$ cat config.mk
export PLATFORM = sky130hd
export DESIGN_NAME = icache_ctrl_flat
export DESIGN_NICKNAME = d
export VERILOG_FILES = /design/src/rtl/icache_pkg.sv /design/src/rtl/icache_array_if.sv /design/src/rtl/icache_ctrl.sv /design/src/flat_wrapper.sv
export SDC_FILE = /design/constraint.sdc
export NUM_CORES = 1
export LEC_CHECK = 0
export BUFFER_PORTS_ARGS = -buffer_cell sky130_fd_sc_hd__buf_2
export CORE_AREA = 2 2 130 132
export CTS_BUF_LIST = sky130_fd_sc_hd__clkbuf_4 sky130_fd_sc_hd__clkbuf_8
export DETAILED_ROUTE_END_ITERATION = 16
export DIE_AREA = 0 0 132 134
export SLEW_MARGIN = 10
export SYNTH_ARGS = -nofsm -noshare
export SYNTH_HDL_FRONTEND = slang
export SYNTH_SLANG_ARGS = --single-unit
$ cat constraint.sdc
create_clock -name clk_i -period 4.4 [get_ports clk_i]
set_clock_uncertainty 0.15 [all_clocks]
set_input_delay 0.88 -clock clk_i [delete_from_list [all_inputs] [get_ports clk_i]]
set_output_delay 0.88 -clock clk_i [all_outputs]
set_load 0.01 [all_outputs]
$ cat src/rtl/icache_pkg.sv
// instruction cache package with fixed widths, payload types and the cacheability rule
package icache_pkg;

  ////////////////////////////////////////////////////////////////////////////
  // fixed widths
  ////////////////////////////////////////////////////////////////////////////

  // physical fetch address
  localparam int unsigned AddrWidth    = 32;
  // one fetch word handed to the core
  localparam int unsigned WordWidth    = 32;
  // a full line, returned by memory in a single beat
  localparam int unsigned LineWidth    = 128;
  localparam int unsigned WordsPerLine = LineWidth / WordWidth;
  // byte offset inside a line
  localparam int unsigned OffsetWidth  = $clog2(LineWidth / 8);

  ////////////////////////////////////////////////////////////////////////////
  // payload types
  ////////////////////////////////////////////////////////////////////////////

  typedef logic [AddrWidth-1:0] addr_t;
  typedef logic [WordWidth-1:0] word_t;
  typedef logic [LineWidth-1:0] line_t;

  ////////////////////////////////////////////////////////////////////////////
  // address map
  ////////////////////////////////////////////////////////////////////////////

  // upper half of the address space is the i/o region
  // fetches there bypass the arrays
  function automatic logic is_noncacheable(input addr_t addr);
    return addr[AddrWidth-1];
  endfunction

endpackage

$ cat src/rtl/icache_array_if.sv
// array port between the cache controller and the way RAMs
`timescale 1ns/1ns

interface icache_array_if #(
  parameter int unsigned NumWays = 4,
  parameter int unsigned NumSets = 64
);
  import icache_pkg::*;

  localparam int unsigned IdxWidth = $clog2(NumSets);
  localparam int unsigned TagWidth = AddrWidth - IdxWidth - OffsetWidth;
  localparam int unsigned WordBits = $clog2(WordsPerLine);

  // set select, shared by reads, fills and the flush sweep
  logic [IdxWidth-1:0] index;
  // read all ways at index
  logic                rd_en;
  // tag/valid write, only to the ways flagged in tag_way_oh
  logic                tag_we;
  logic [NumWays-1:0]  tag_way_oh;
  logic [TagWidth-1:0] tag_wdata;
  // 1 on a fill, 0 while sweeping
  logic                vld_wdata;
  logic                line_we;
  // word inside the line, used in the compare cycle
  logic [WordBits-1:0] offset;

  // compare results from the way side
  logic                hit;
  word_t               hit_word;
  logic [NumWays-1:0]  vld_rdata;

  modport ctrl (
    output index, rd_en, tag_we, tag_way_oh, tag_wdata, vld_wdata, line_we, offset,
    input  hit, hit_word, vld_rdata
  );

  modport ways (
    input  index, rd_en, tag_we, tag_way_oh, tag_wdata, vld_wdata, line_we, offset,
    output hit, hit_word, vld_rdata
  );

endinterface

$ cat src/rtl/icache_ctrl.sv
// cache controller with request capture, fetch FSM, flush sweep, replacement and refill request
`timescale 1ns/1ns

module icache_ctrl #(
  parameter int unsigned NumWays = 4,
  parameter int unsigned NumSets = 64
) (
  input  logic              clk_i,
  input  logic              rst_ni,
  input  logic              en_i,
  input  logic              flush_i,
  input  logic              req_i,
  input  icache_pkg::addr_t addr_i,
  output logic              ready_o,
  output logic              valid_o,
  output icache_pkg::word_t data_o,
  output logic              miss_o,
  output logic              mem_req_o,
  output icache_pkg::addr_t mem_addr_o,
  output logic              mem_nc_o,
  input  logic              mem_ack_i,
  input  logic              mem_rtrn_vld_i,
  input  icache_pkg::line_t mem_rtrn_data_i,
  output logic [icache_pkg::AddrWidth-$clog2(NumSets)-icache_pkg::OffsetWidth-1:0] tag_o,
  icache_array_if.ctrl      arr
);
  import icache_pkg::*;

  localparam int unsigned IdxWidth = $clog2(NumSets);
  localparam int unsigned WayWidth = $clog2(NumWays);
  localparam int unsigned WordBits = $clog2(WordsPerLine);

  typedef enum logic [2:0] {FLUSH, IDLE, READ, MISS_REQ, MISS_WAIT} state_e;

  state_e              state_d, state_q;
  addr_t               addr_q;
  logic [WordBits-1:0] word_sel;
  logic                accept;
  logic                nc_d, nc_q;
  logic                en_d, en_q;
  logic                flush_d, flush_q;
  logic                need_flush;
  logic [IdxWidth-1:0] flush_cnt_d, flush_cnt_q;
  logic                flush_done;
  logic                fill;
  // replacement
  logic [NumWays-1:0]  inv_oh, rnd_oh, repl_oh_d, repl_oh_q;
  logic                all_vld, all_vld_q;
  logic [3:0]          lfsr_q;

  ////////////////////////////////////////////////////////////////////////////
  // address split and refill request
  ////////////////////////////////////////////////////////////////////////////

  assign tag_o    = addr_q[AddrWidth-1:OffsetWidth+IdxWidth];
  assign word_sel = addr_q[OffsetWidth-1:OffsetWidth-WordBits];
  // disabled cache treats every fetch as i/o
  assign nc_d     = ~en_q | is_noncacheable(addr_i);

  // word address for i/o, line address otherwise
  assign mem_addr_o = nc_q ? {addr_q[AddrWidth-1:2], 2'b00}
                           : {addr_q[AddrWidth-1:OffsetWidth], {OffsetWidth{1'b0}}};
  assign mem_nc_o   = nc_q;

  // refill word sits at the same offset for both kinds of return
  assign data_o = (state_q == MISS_WAIT) ? mem_rtrn_data_i[word_sel*WordWidth +: WordWidth]
                                         : arr.hit_word;

  // pending flush, or a sweep on the rising enable
  assign need_flush = flush_q | flush_i | (en_i & ~en_q);

  ////////////////////////////////////////////////////////////////////////////
  // main FSM
  ////////////////////////////////////////////////////////////////////////////

  always_comb begin : p_fsm
    state_d   = state_q;
    // disable is immediate, enable waits for the sweep
    en_d      = en_q & en_i;
    flush_d   = flush_q | flush_i;
    ready_o   = 1'b0;
    valid_o   = 1'b0;
    miss_o    = 1'b0;
    mem_req_o = 1'b0;
    accept    = 1'b0;
    fill      = 1'b0;
    unique case (state_q)
      FLUSH: begin
        if (flush_done) begin
          state_d = IDLE;
          flush_d = 1'b0;
          en_d    = en_i;
        end
      end
      IDLE: begin
        if (need_flush) begin
          state_d = FLUSH;
        end else begin
          ready_o = 1'b1;
          if (req_i) begin
            accept  = 1'b1;
            state_d = READ;
          end
        end
      end
      // compare cycle, arrays were read in the accept cycle
      READ: begin
        if (!nc_q && arr.hit) begin
          valid_o = 1'b1;
          ready_o = ~need_flush;
          state_d = IDLE;
          // stream the next request straight into another compare
          if (req_i && !need_flush) begin
            accept  = 1'b1;
            state_d = READ;
          end
        end else begin
          mem_req_o = 1'b1;
          if (mem_ack_i) begin
            miss_o  = ~nc_q;
            state_d = MISS_WAIT;
          end else begin
            state_d = MISS_REQ;
          end
        end
      end
      // hold the request until memory takes it
      MISS_REQ: begin
        mem_req_o = 1'b1;
        if (mem_ack_i) begin
          miss_o  = ~nc_q;
          state_d = MISS_WAIT;
        end
      end
      // the return beat is never stalled
      MISS_WAIT: begin
        if (mem_rtrn_vld_i) begin
          valid_o = 1'b1;
          fill    = ~nc_q;
          state_d = IDLE;
        end
      end
      default: begin
        state_d = FLUSH;
      end
    endcase
  end

  ////////////////////////////////////////////////////////////////////////////
  // array control, flush sweep and replacement
  ////////////////////////////////////////////////////////////////////////////

  assign flush_done  = (state_q == FLUSH) && (flush_cnt_q == IdxWidth'(NumSets - 1));
  assign flush_cnt_d = flush_done          ? '0 :
                       (state_q == FLUSH)  ? flush_cnt_q + 1'b1 :
                                             flush_cnt_q;

  assign arr.offset = word_sel;

  always_comb begin : p_array
    arr.index      = addr_q[OffsetWidth +: IdxWidth];
    arr.rd_en      = accept;
    arr.tag_we     = fill;
    arr.tag_way_oh = repl_oh_q;
    arr.tag_wdata  = tag_o;
    arr.vld_wdata  = 1'b1;
    arr.line_we    = fill;
    if (state_q == FLUSH) begin
      // clear one set per cycle in every way
      arr.index      = flush_cnt_q;
      arr.tag_we     = 1'b1;
      arr.tag_way_oh = '1;
      arr.tag_wdata  = '0;
      arr.vld_wdata  = 1'b0;
    end else if (accept) begin
      arr.index = addr_i[OffsetWidth +: IdxWidth];
    end
  end

  // first invalid way, lowest index first
  always_comb begin : p_inv_way
    inv_oh = '0;
    for (int i = NumWays - 1; i >= 0; i--) begin
      if (!arr.vld_rdata[i]) begin
        inv_oh    = '0;
        inv_oh[i] = 1'b1;
      end
    end
  end

  assign all_vld   = &arr.vld_rdata;
  assign rnd_oh    = NumWays'(1) << lfsr_q[WayWidth-1:0];
  // victim is fixed in the compare cycle and held until the fill
  assign repl_oh_d = (state_q == READ) ? (all_vld ? rnd_oh : inv_oh) : repl_oh_q;

  always_ff @(posedge clk_i or negedge rst_ni) begin : p_regs
    if (!rst_ni) begin
      state_q     <= FLUSH;
      nc_q        <= 1'b0;
      en_q        <= 1'b0;
      flush_q     <= 1'b0;
      flush_cnt_q <= '0;
      repl_oh_q   <= '0;
      all_vld_q   <= 1'b0;
      lfsr_q      <= 4'b0001;
    end else begin
      state_q     <= state_d;
      en_q        <= en_d;
      flush_q     <= flush_d;
      flush_cnt_q <= flush_cnt_d;
      repl_oh_q   <= repl_oh_d;
      if (accept) begin
        nc_q <= nc_d;
      end
      if (state_q == READ) begin
        all_vld_q <= all_vld;
      end
      // x^4 + x^3 + 1, steps only on random replacement
      if (fill && all_vld_q) begin
        lfsr_q <= {lfsr_q[2:0], lfsr_q[3] ^ lfsr_q[2]};
      end
    end
  end

  always_ff @(posedge clk_i) begin : p_addr
    if (accept) begin
      addr_q <= addr_i;
    end
  end

endmodule

$ cat src/flat_wrapper.sv
// flat-port wrapper written by rule: the top's interface ports become plain ports
module icache_ctrl_flat import icache_pkg::*;
#(
  parameter int unsigned NumWays = 4,
  parameter int unsigned NumSets = 64
)
  (clk_i, rst_ni, en_i, flush_i, req_i, addr_i, ready_o, valid_o, data_o, miss_o, mem_req_o, mem_addr_o, mem_nc_o, mem_ack_i, mem_rtrn_vld_i, mem_rtrn_data_i, tag_o, arr_index, arr_rd_en, arr_tag_we, arr_tag_way_oh, arr_tag_wdata, arr_vld_wdata, arr_line_we, arr_offset, arr_hit, arr_hit_word, arr_vld_rdata);
  icache_array_if #(.NumWays(NumWays), .NumSets(NumSets)) arr_i ();
  input  logic clk_i;
  input  logic rst_ni;
  input  logic en_i;
  input  logic flush_i;
  input  logic req_i;
  input  icache_pkg::addr_t addr_i;
  output logic ready_o;
  output logic valid_o;
  output icache_pkg::word_t data_o;
  output logic miss_o;
  output logic mem_req_o;
  output icache_pkg::addr_t mem_addr_o;
  output logic mem_nc_o;
  input  logic mem_ack_i;
  input  logic mem_rtrn_vld_i;
  input  icache_pkg::line_t mem_rtrn_data_i;
  output logic [icache_pkg::AddrWidth-$clog2(NumSets)-icache_pkg::OffsetWidth-1:0] tag_o;
  output wire logic [$bits(arr_i.index)-1:0] arr_index;
  output wire logic [$bits(arr_i.rd_en)-1:0] arr_rd_en;
  output wire logic [$bits(arr_i.tag_we)-1:0] arr_tag_we;
  output wire logic [$bits(arr_i.tag_way_oh)-1:0] arr_tag_way_oh;
  output wire logic [$bits(arr_i.tag_wdata)-1:0] arr_tag_wdata;
  output wire logic [$bits(arr_i.vld_wdata)-1:0] arr_vld_wdata;
  output wire logic [$bits(arr_i.line_we)-1:0] arr_line_we;
  output wire logic [$bits(arr_i.offset)-1:0] arr_offset;
  input wire logic [$bits(arr_i.hit)-1:0] arr_hit;
  input wire logic [$bits(arr_i.hit_word)-1:0] arr_hit_word;
  input wire logic [$bits(arr_i.vld_rdata)-1:0] arr_vld_rdata;
  assign arr_index = arr_i.index;
  assign arr_rd_en = arr_i.rd_en;
  assign arr_tag_we = arr_i.tag_we;
  assign arr_tag_way_oh = arr_i.tag_way_oh;
  assign arr_tag_wdata = arr_i.tag_wdata;
  assign arr_vld_wdata = arr_i.vld_wdata;
  assign arr_line_we = arr_i.line_we;
  assign arr_offset = arr_i.offset;
  assign arr_i.hit = arr_hit;
  assign arr_i.hit_word = arr_hit_word;
  assign arr_i.vld_rdata = arr_vld_rdata;
  icache_ctrl #(.NumWays(NumWays), .NumSets(NumSets)) u_core (.clk_i(clk_i), .rst_ni(rst_ni), .en_i(en_i), .flush_i(flush_i), .req_i(req_i), .addr_i(addr_i), .ready_o(ready_o), .valid_o(valid_o), .data_o(data_o), .miss_o(miss_o), .mem_req_o(mem_req_o), .mem_addr_o(mem_addr_o), .mem_nc_o(mem_nc_o), .mem_ack_i(mem_ack_i), .mem_rtrn_vld_i(mem_rtrn_vld_i), .mem_rtrn_data_i(mem_rtrn_data_i), .tag_o(tag_o), .arr(arr_i));
endmodule
==> results of run 1 <==
==> cell families (layout without fill, tap and decap cells) <==
logic type                 count (synthesis)  after routing  share of synthesized area [%]
and+or+nand+nor                           92             92                           13.7
muxes                                     74             74                           32.5
DFF                                       51             51                           39.2
buffers and inverters                     46            344                           7.49
AOI/OAI and AO/OA                         30             30                           5.43
xor gates and xnor gates                   5              5                           1.20
adders and majority gates                  1              1                          0.343
other                                      1              2                          0.103
==> per-layer routing <==
metal  vias to the layer above  track usage (%)  routed length, um
li1                       1685                -                  -
met1                      1680             17.0               5200
met2                       167             23.6               6510
met3                        10             3.02                957
met4                         0             2.54                108
met5                         -                0                  0
==> per-stage QoR <==
stage / setup slack [ns] / hold WS, ns / std cells / instance area (um2)
after global routing: 0.987 / 0.365 / 819 / 5450
after detailed placement: 1.20 / 0.311 / 811 / 5340
after CTS: 1.12 / 0.333 / 819 / 5450
final: 1.18 / 0.330 / 819 / 5450
after floorplan: 1.22 / 0.288 / 301 / 3650
after global placement: 1.20 / 0.303 / 811 / 5340
==> how the worst min path moves through the flow <==
| stage | from | end | slack (ns) | cells after the start |
|---|---|---|---|---|
| final | u_core.repl_oh_q[0] | u_core.repl_oh_q[0] | 0.33 | 1 |
| after global routing | u_core.repl_oh_q[0] | u_core.repl_oh_q[0] | 0.37 | 1 |
| after global placement | u_core.repl_oh_q[3] | u_core.repl_oh_q[3] | 0.30 | 2 |
| after detailed placement | u_core.repl_oh_q[0] | u_core.repl_oh_q[0] | 0.31 | 1 |
| after floorplan | u_core.repl_oh_q[3] | u_core.repl_oh_q[3] | 0.29 | 2 |
| after CTS | u_core.repl_oh_q[0] | u_core.repl_oh_q[0] | 0.33 | 1 |
==> flip-flops by register name (all words and copies together) (netlist names) <==
| name | flops |
|---|---|
| u_core.mem_nc_o | 1 |
| u_core.flush_cnt_q | 6 |
| u_core.addr_q | 30 |
| u_core.all_vld_q | 1 |
| u_core.flush_q | 1 |
| u_core.repl_oh_q | 4 |
| u_core.en_q | 1 |
| u_core.lfsr_q | 4 |
| u_core.state_q | 3 |
==> cells in the final DEF, fill, tap and decap left out, types with 2 or more instances in the layout <==
cell type / count
buf_4: 4
nor2b_1: 4
mux2_2: 35
o21ai_0: 9
inv_1: 3
conb_1: 2
nand2b_1: 7
xor2_1: 2
mux2i_1: 7
nand2_1: 22
nand4_1: 6
mux4_2: 32
nor2_1: 16
edfxtp_1: 30
a21oi_1: 12
buf_2: 328
clkbuf_8: 5
dfrtp_1: 20
a21o_1: 2
xnor2_1: 3
and2_1: 25
and3_1: 2
nand3_1: 2
==> critical path: cells and delay by family (launching register included) <==
family / cells / cell delay (ns)
muxes: 2 / 0.89
buffers and inverters: 2 / 0.64
DFF: 1 / 0.33
==> final cells by class <==
| type | count | area (um2) |
|---|---|---|
| clock buffer | 6 | 76.3 |
| tap | 220 | 275 |
| inverter | 4 | 15.0 |
| sequential | 51 | 1430 |
| multi-input combinational | 204 | 1950 |
| fill | 1705 | 10800 |
| clock inverter | 2 | 38.8 |
| timing repair buffer | 332 | 1670 |
==> power by group through the flow <==
stage          sequential, mW  combinational [mW]  clock [mW]
2_1_floorplan           0.592               0.313           0
3_3_place_gp            0.607               0.545           0
3_5_place_dp            0.607               0.551           0
4_1_cts                 0.598               0.552       0.358
5_1_grt                 0.606               0.605       0.376
6_report                0.597               0.542       0.342
==> flow_metrics.py, run 1 <==
metrics = {
    "outcome": {
        "status": "complete, no violations",
    },
    "synth": {
        "syn_inst": 300,
        "synth_commonest_cells": "mux2_2 (35), mux4_2 (32), edfxtp_1 (30)",
        "netlist.area_leader.share_pct": 24.7,
        "ys_types": 41,
        "seq_area_frac_synth_pct": 39.2,
        "ys.flop_type": "edfxtp_1",
        "yosysWarnings": 0,
        "synth.cell_area_um2": 3640,
        "yosysTopAreaCell": "edfxtp_1",
        "yosys.cell_count.top_type": "mux2_2",
        "synth_edf_count": 30,
        "postSynth.asyncResetShare_pct": 41.2,
        "synth-seq-cells": 51,
        "postSynthAreaPerCell_um2": 12.1,
        "synthTopCellsByArea": "edfxtp_1 (25%), mux4_2 (20%), dfrtp_1 (14%), mux2_2 (11%), buf_4 (4.9%)",
    },
    "power_and_ir_drop": {
        "power_per_cell_area_nw_per_um2": 272,
        "clkPwrFrac_pct": 23.1,
        "pwr-share-seq_pct": 40.3,
        "p_sw_uw": 491,
        "p_int_uw": 990,
        "power_leakage_nw": 2.67,
        "switching_share_pct": 33.2,
        "peakVddDrop_v": 0.000247,
        "total_power_mw": 1.48,
        "power_frac_comb_pct": 36.6,
    },
    "clock_network": {
        "htreeDepth": 2,
        "ctsResizeCount": 0,
        "path_clk_slew_ns": 0.09,
        "clkSinkCount": 51,
        "post_cts_buffers": 0,
        "clockRootBuffer": "clkbuf_8",
        "numCtsBuffers": 5,
        "clk_latency_ns": 0.32,
        "ctsHoldBuffers": 0,
        "cts_tree": "done",
        "cts.path.max_buffers": 2,
    },
    "routing": {
        "ant_nets": 0,
        "drc_errors": 0,
        "avgRoutedWirePerCell_um": 15.6,
        "initialDrtViolationCount": 133,
        "vias_per_cell": 4.32,
        "firstDrtPassIters": 4,
        "routed_wl_mm": 12.8,
        "vias": 3542,
    },
    "global_route": {
        "grt.overflow.total": 0,
        "grt_pass1_vias": 3492,
        "antenna_found_initial": 0,
        "grt_pass1_wl_mm": 18.9,
        "grt_max_degree": 44,
        "grt_use_total_pct": 13.4,
    },
    "sta": {
        "worst-slew-pin-transition_ns": 0.621,
        "final_hold_viol_count": 0,
        "rsz0062_at_grt": "false",
        "min_period_ns": 3.22,
        "slew_viol_final": 0,
        "timing.final.setup_violations": 0,
        "relSlewSlack_pct": 58.5,
        "fin_crit_sh_pct": 73.2,
        "tns_ns": 0,
        "fmax_ghz": 0.311,
    },
    "worst_setup_path": {
        "cpPeakStageDelay_ns": 0.61,
        "required_ns": 3.37,
        "r2r_start": "u_core.mem_nc_o",
        "critPathKind": "register to output pin",
        "start_kind": "register",
        "crit_fanout": 34,
        "r2r_cells": 4,
        "end_kind": "output pin",
        "arrival_ns": 2.19,
        "crit_path_cell_trace": "buf_4 -> mux4_2 -> mux2_2 -> buf_2",
        "r2r_slack_ns": 2.19,
        "startpoint": "u_core.addr_q[2]",
        "cpMaxStageDelayCell": "mux4_2",
        "r2r-end": "u_core.addr_q[2]",
        "endpoint": "data_o[22]",
    },
    "layout": {
        "layout-drive-gt1-share_pct": 69.1,
        "area_growth_pct": 49.6,
        "utilization_pct": 33.5,
        "nets": 803,
        "antennaDiodeCount": 0,
    },
    "placement": {
        "dp_hpwl_mm": 10.7,
        "io_buffer_count": 328,
        "place.gp.congestion": 0.750,
    },
    "floorplan": {
        "start_util_pct": 22.4,
        "die_w_um": 132,
        "chipHeight_um": 134,
        "io_pins": 333,
        "core_area_um2": 16300,
        "num_rows": 47,
        "die_area_um2": 17700,
    },
    "hold_path": {
        "hold_class": "register to register",
    },
    "run": {
        "drv_cap": 0,
    },
}
No activity file was read; power rests on OpenSTA's default activity.
==> run 2: changes to the inputs <==
Clock period 4.4 ns to 3 ns, I/O delays scaled along.
==> run 2 against run 1 <==
Effect of this change: die area stayed put; design area is 0.92% higher; critical path depth increased by 1; wire length down 1.4%; clock-buffer cell count is the same; clock power is 45% higher; cell count is 0.49% higher; core utilization rose by 0.31 points; critical path type unchanged.
==> flow_metrics.py, run 2 (synthesis results as in run 1) <==
metrics = {
    "sta": {
        "fin_crit_sh_pct": 92.9,
        "slew_viol_final": 0,
        "tns_ns": 0,
        "holdWs_ns": 0.0816,
        "fmax_ghz": 0.359,
        "rsz0062_at_grt": "false",
        "timing.final.setup_violations": 0,
        "final_hold_viol_count": 0,
        "min_period_ns": 2.79,
    },
    "global_route": {
        "grt_busiest_layer": "met2",
        "antenna_found_initial": 0,
        "grtUsageMet1_pct": 17.0,
        "use_met2_pct": 22.6,
        "grt_pass1_wl_mm": 18.6,
        "grt.overflow.total": 0,
        "grt_use_total_pct": 13.2,
        "met3_usage_pct": 3.33,
        "grt_pass1_vias": 3370,
        "grt_max_degree": 35,
    },
    "power_and_ir_drop": {
        "clkPwrFrac_pct": 22.6,
        "peakVddDrop_v": 0.000405,
        "pwr-share-seq_pct": 39.9,
        "power_per_cell_area_nw_per_um2": 400,
        "p_int_mw": 1.47,
        "power_leakage_nw": 2.70,
        "power_frac_comb_pct": 37.6,
        "switching_share_pct": 33.0,
        "p_sw_uw": 724,
    },
    "worst_setup_path": {
        "end_kind": "output pin",
        "critPathKind": "register to output pin",
        "startpoint": "u_core.mem_nc_o",
        "arrival_ns": 2.04,
        "required_ns": 2.25,
        "start_kind": "register",
        "crit_fanout": 10,
        "r2r_cells": 4,
        "r2r_start": "u_core.mem_nc_o",
    },
    "layout": {
        "top_register": "u_core.addr_q",
        "top_regs": "u_core.addr_q (30), u_core.flush_cnt_q (6)",
        "nets": 806,
        "layout_commonest_cell": "buf_2",
        "layout-drive-gt1-share_pct": 69.3,
        "final_cell_mix": "buf_2 (328), mux2_2 (35), mux4_2 (32), edfxtp_1 (30), and2_1 (25)",
        "area_growth_pct": 51.0,
        "largest_register_ffs": 30,
    },
    "clock_network": {
        "clk_latency_ns": 0.31,
        "path_clk_slew_ns": 0.10,
        "clockRootBuffer": "clkbuf_8",
        "cts.path.max_buffers": 2,
        "numCtsBuffers": 5,
        "cts_tree": "done",
        "ctsHoldBuffers": 0,
        "ctsResizeCount": 0,
        "post_cts_buffers": 0,
        "clkSinkCount": 51,
        "htreeDepth": 2,
    },
    "floorplan": {
        "die_area_um2": 17700,
        "num_rows": 47,
        "die_w_um": 132,
        "chipHeight_um": 134,
        "io_pins": 333,
        "start_util_pct": 22.4,
        "core_area_um2": 16300,
    },
    "hold_path": {
        "hold_class": "input pin to asynchronous set/reset pin",
    },
    "placement": {
        "dp_hpwl_mm": 10.6,
        "io_buffer_count": 328,
        "place.gp.congestion": 0.755,
    },
    "routing": {
        "vias": 3522,
        "avgRoutedWirePerCell_um": 15.3,
        "vias_per_cell": 4.28,
        "drc_errors": 0,
        "initialDrtViolationCount": 165,
        "ant_nets": 0,
        "firstDrtPassIters": 4,
        "routed_wl_mm": 12.6,
    },
    "outcome": {
        "status": "complete, no violations",
    },
    "run": {
        "drv_cap": 0,
    },
}
-- run 2: metrics by stage --
stage / cell area, um2 / instances / setup slack, ns / utilization, % / power, mW
floorplan: 3650 / 301 / 0.377 / - / 1.33
global placement: 5380 / 814 / 0.401 / 33.1 / 1.71
detailed placement: 5380 / 814 / 0.387 / 33.1 / 1.72
CTS: 5500 / 822 / 0.161 / 33.8 / 2.23
global route: 5500 / 822 / 0.0432 / 33.8 / 2.37
finish: 5500 / 823 / 0.214 / 33.8 / 2.20
-- run 2: final cells by class --
class,instances,area [um2]
fillers,1672,10800
multi-input cells,204,1950
repair buffers,335,1720
flip-flops and latches,51,1430
well taps,220,275
clock buffers,6,76.3
clock inverters,2,38.8
inverters,4,15.0
diodes,1,2.50
-- run 2: path summary, 6_finish.rpt --
path	to	slack [ns]
max	arr_index[4]	0.21
min reg2reg	u_core.repl_oh_q[0]	0.33
min	u_core.en_q	0.08
max reg2reg	u_core.addr_q[15]	0.83
max in group asynchronous	u_core.lfsr_q[0]	2.25
min in group clk_i	u_core.addr_q[27]	0.31
-- run 2: critical path, cell delays in order (launching register included) --
cell and delay [ns]:
dfrtp_1 0.51, and4bb_1 0.30, o2111ai_4 0.40, mux2i_1 0.26, a21oi_1 0.08, buf_2 0.16
-- run 2: power by group through the flow --
stage                     clock [mW]  sequential [mW]  combinational, mW
after floorplan                    0            0.869              0.459
after global placement             0            0.891              0.823
after detailed placement           0            0.889              0.833
after CTS                      0.520            0.876              0.834
after global routing           0.551            0.890              0.928
final                          0.496            0.876              0.825
-- run 2: layer usage --
metal | vias up | routed length (um)
li1 | 1693 | -
met1 | 1658 | 5150
met2 | 161 | 6320
met3 | 10 | 1020
met4 | 0 | 108
met5 | - | 0
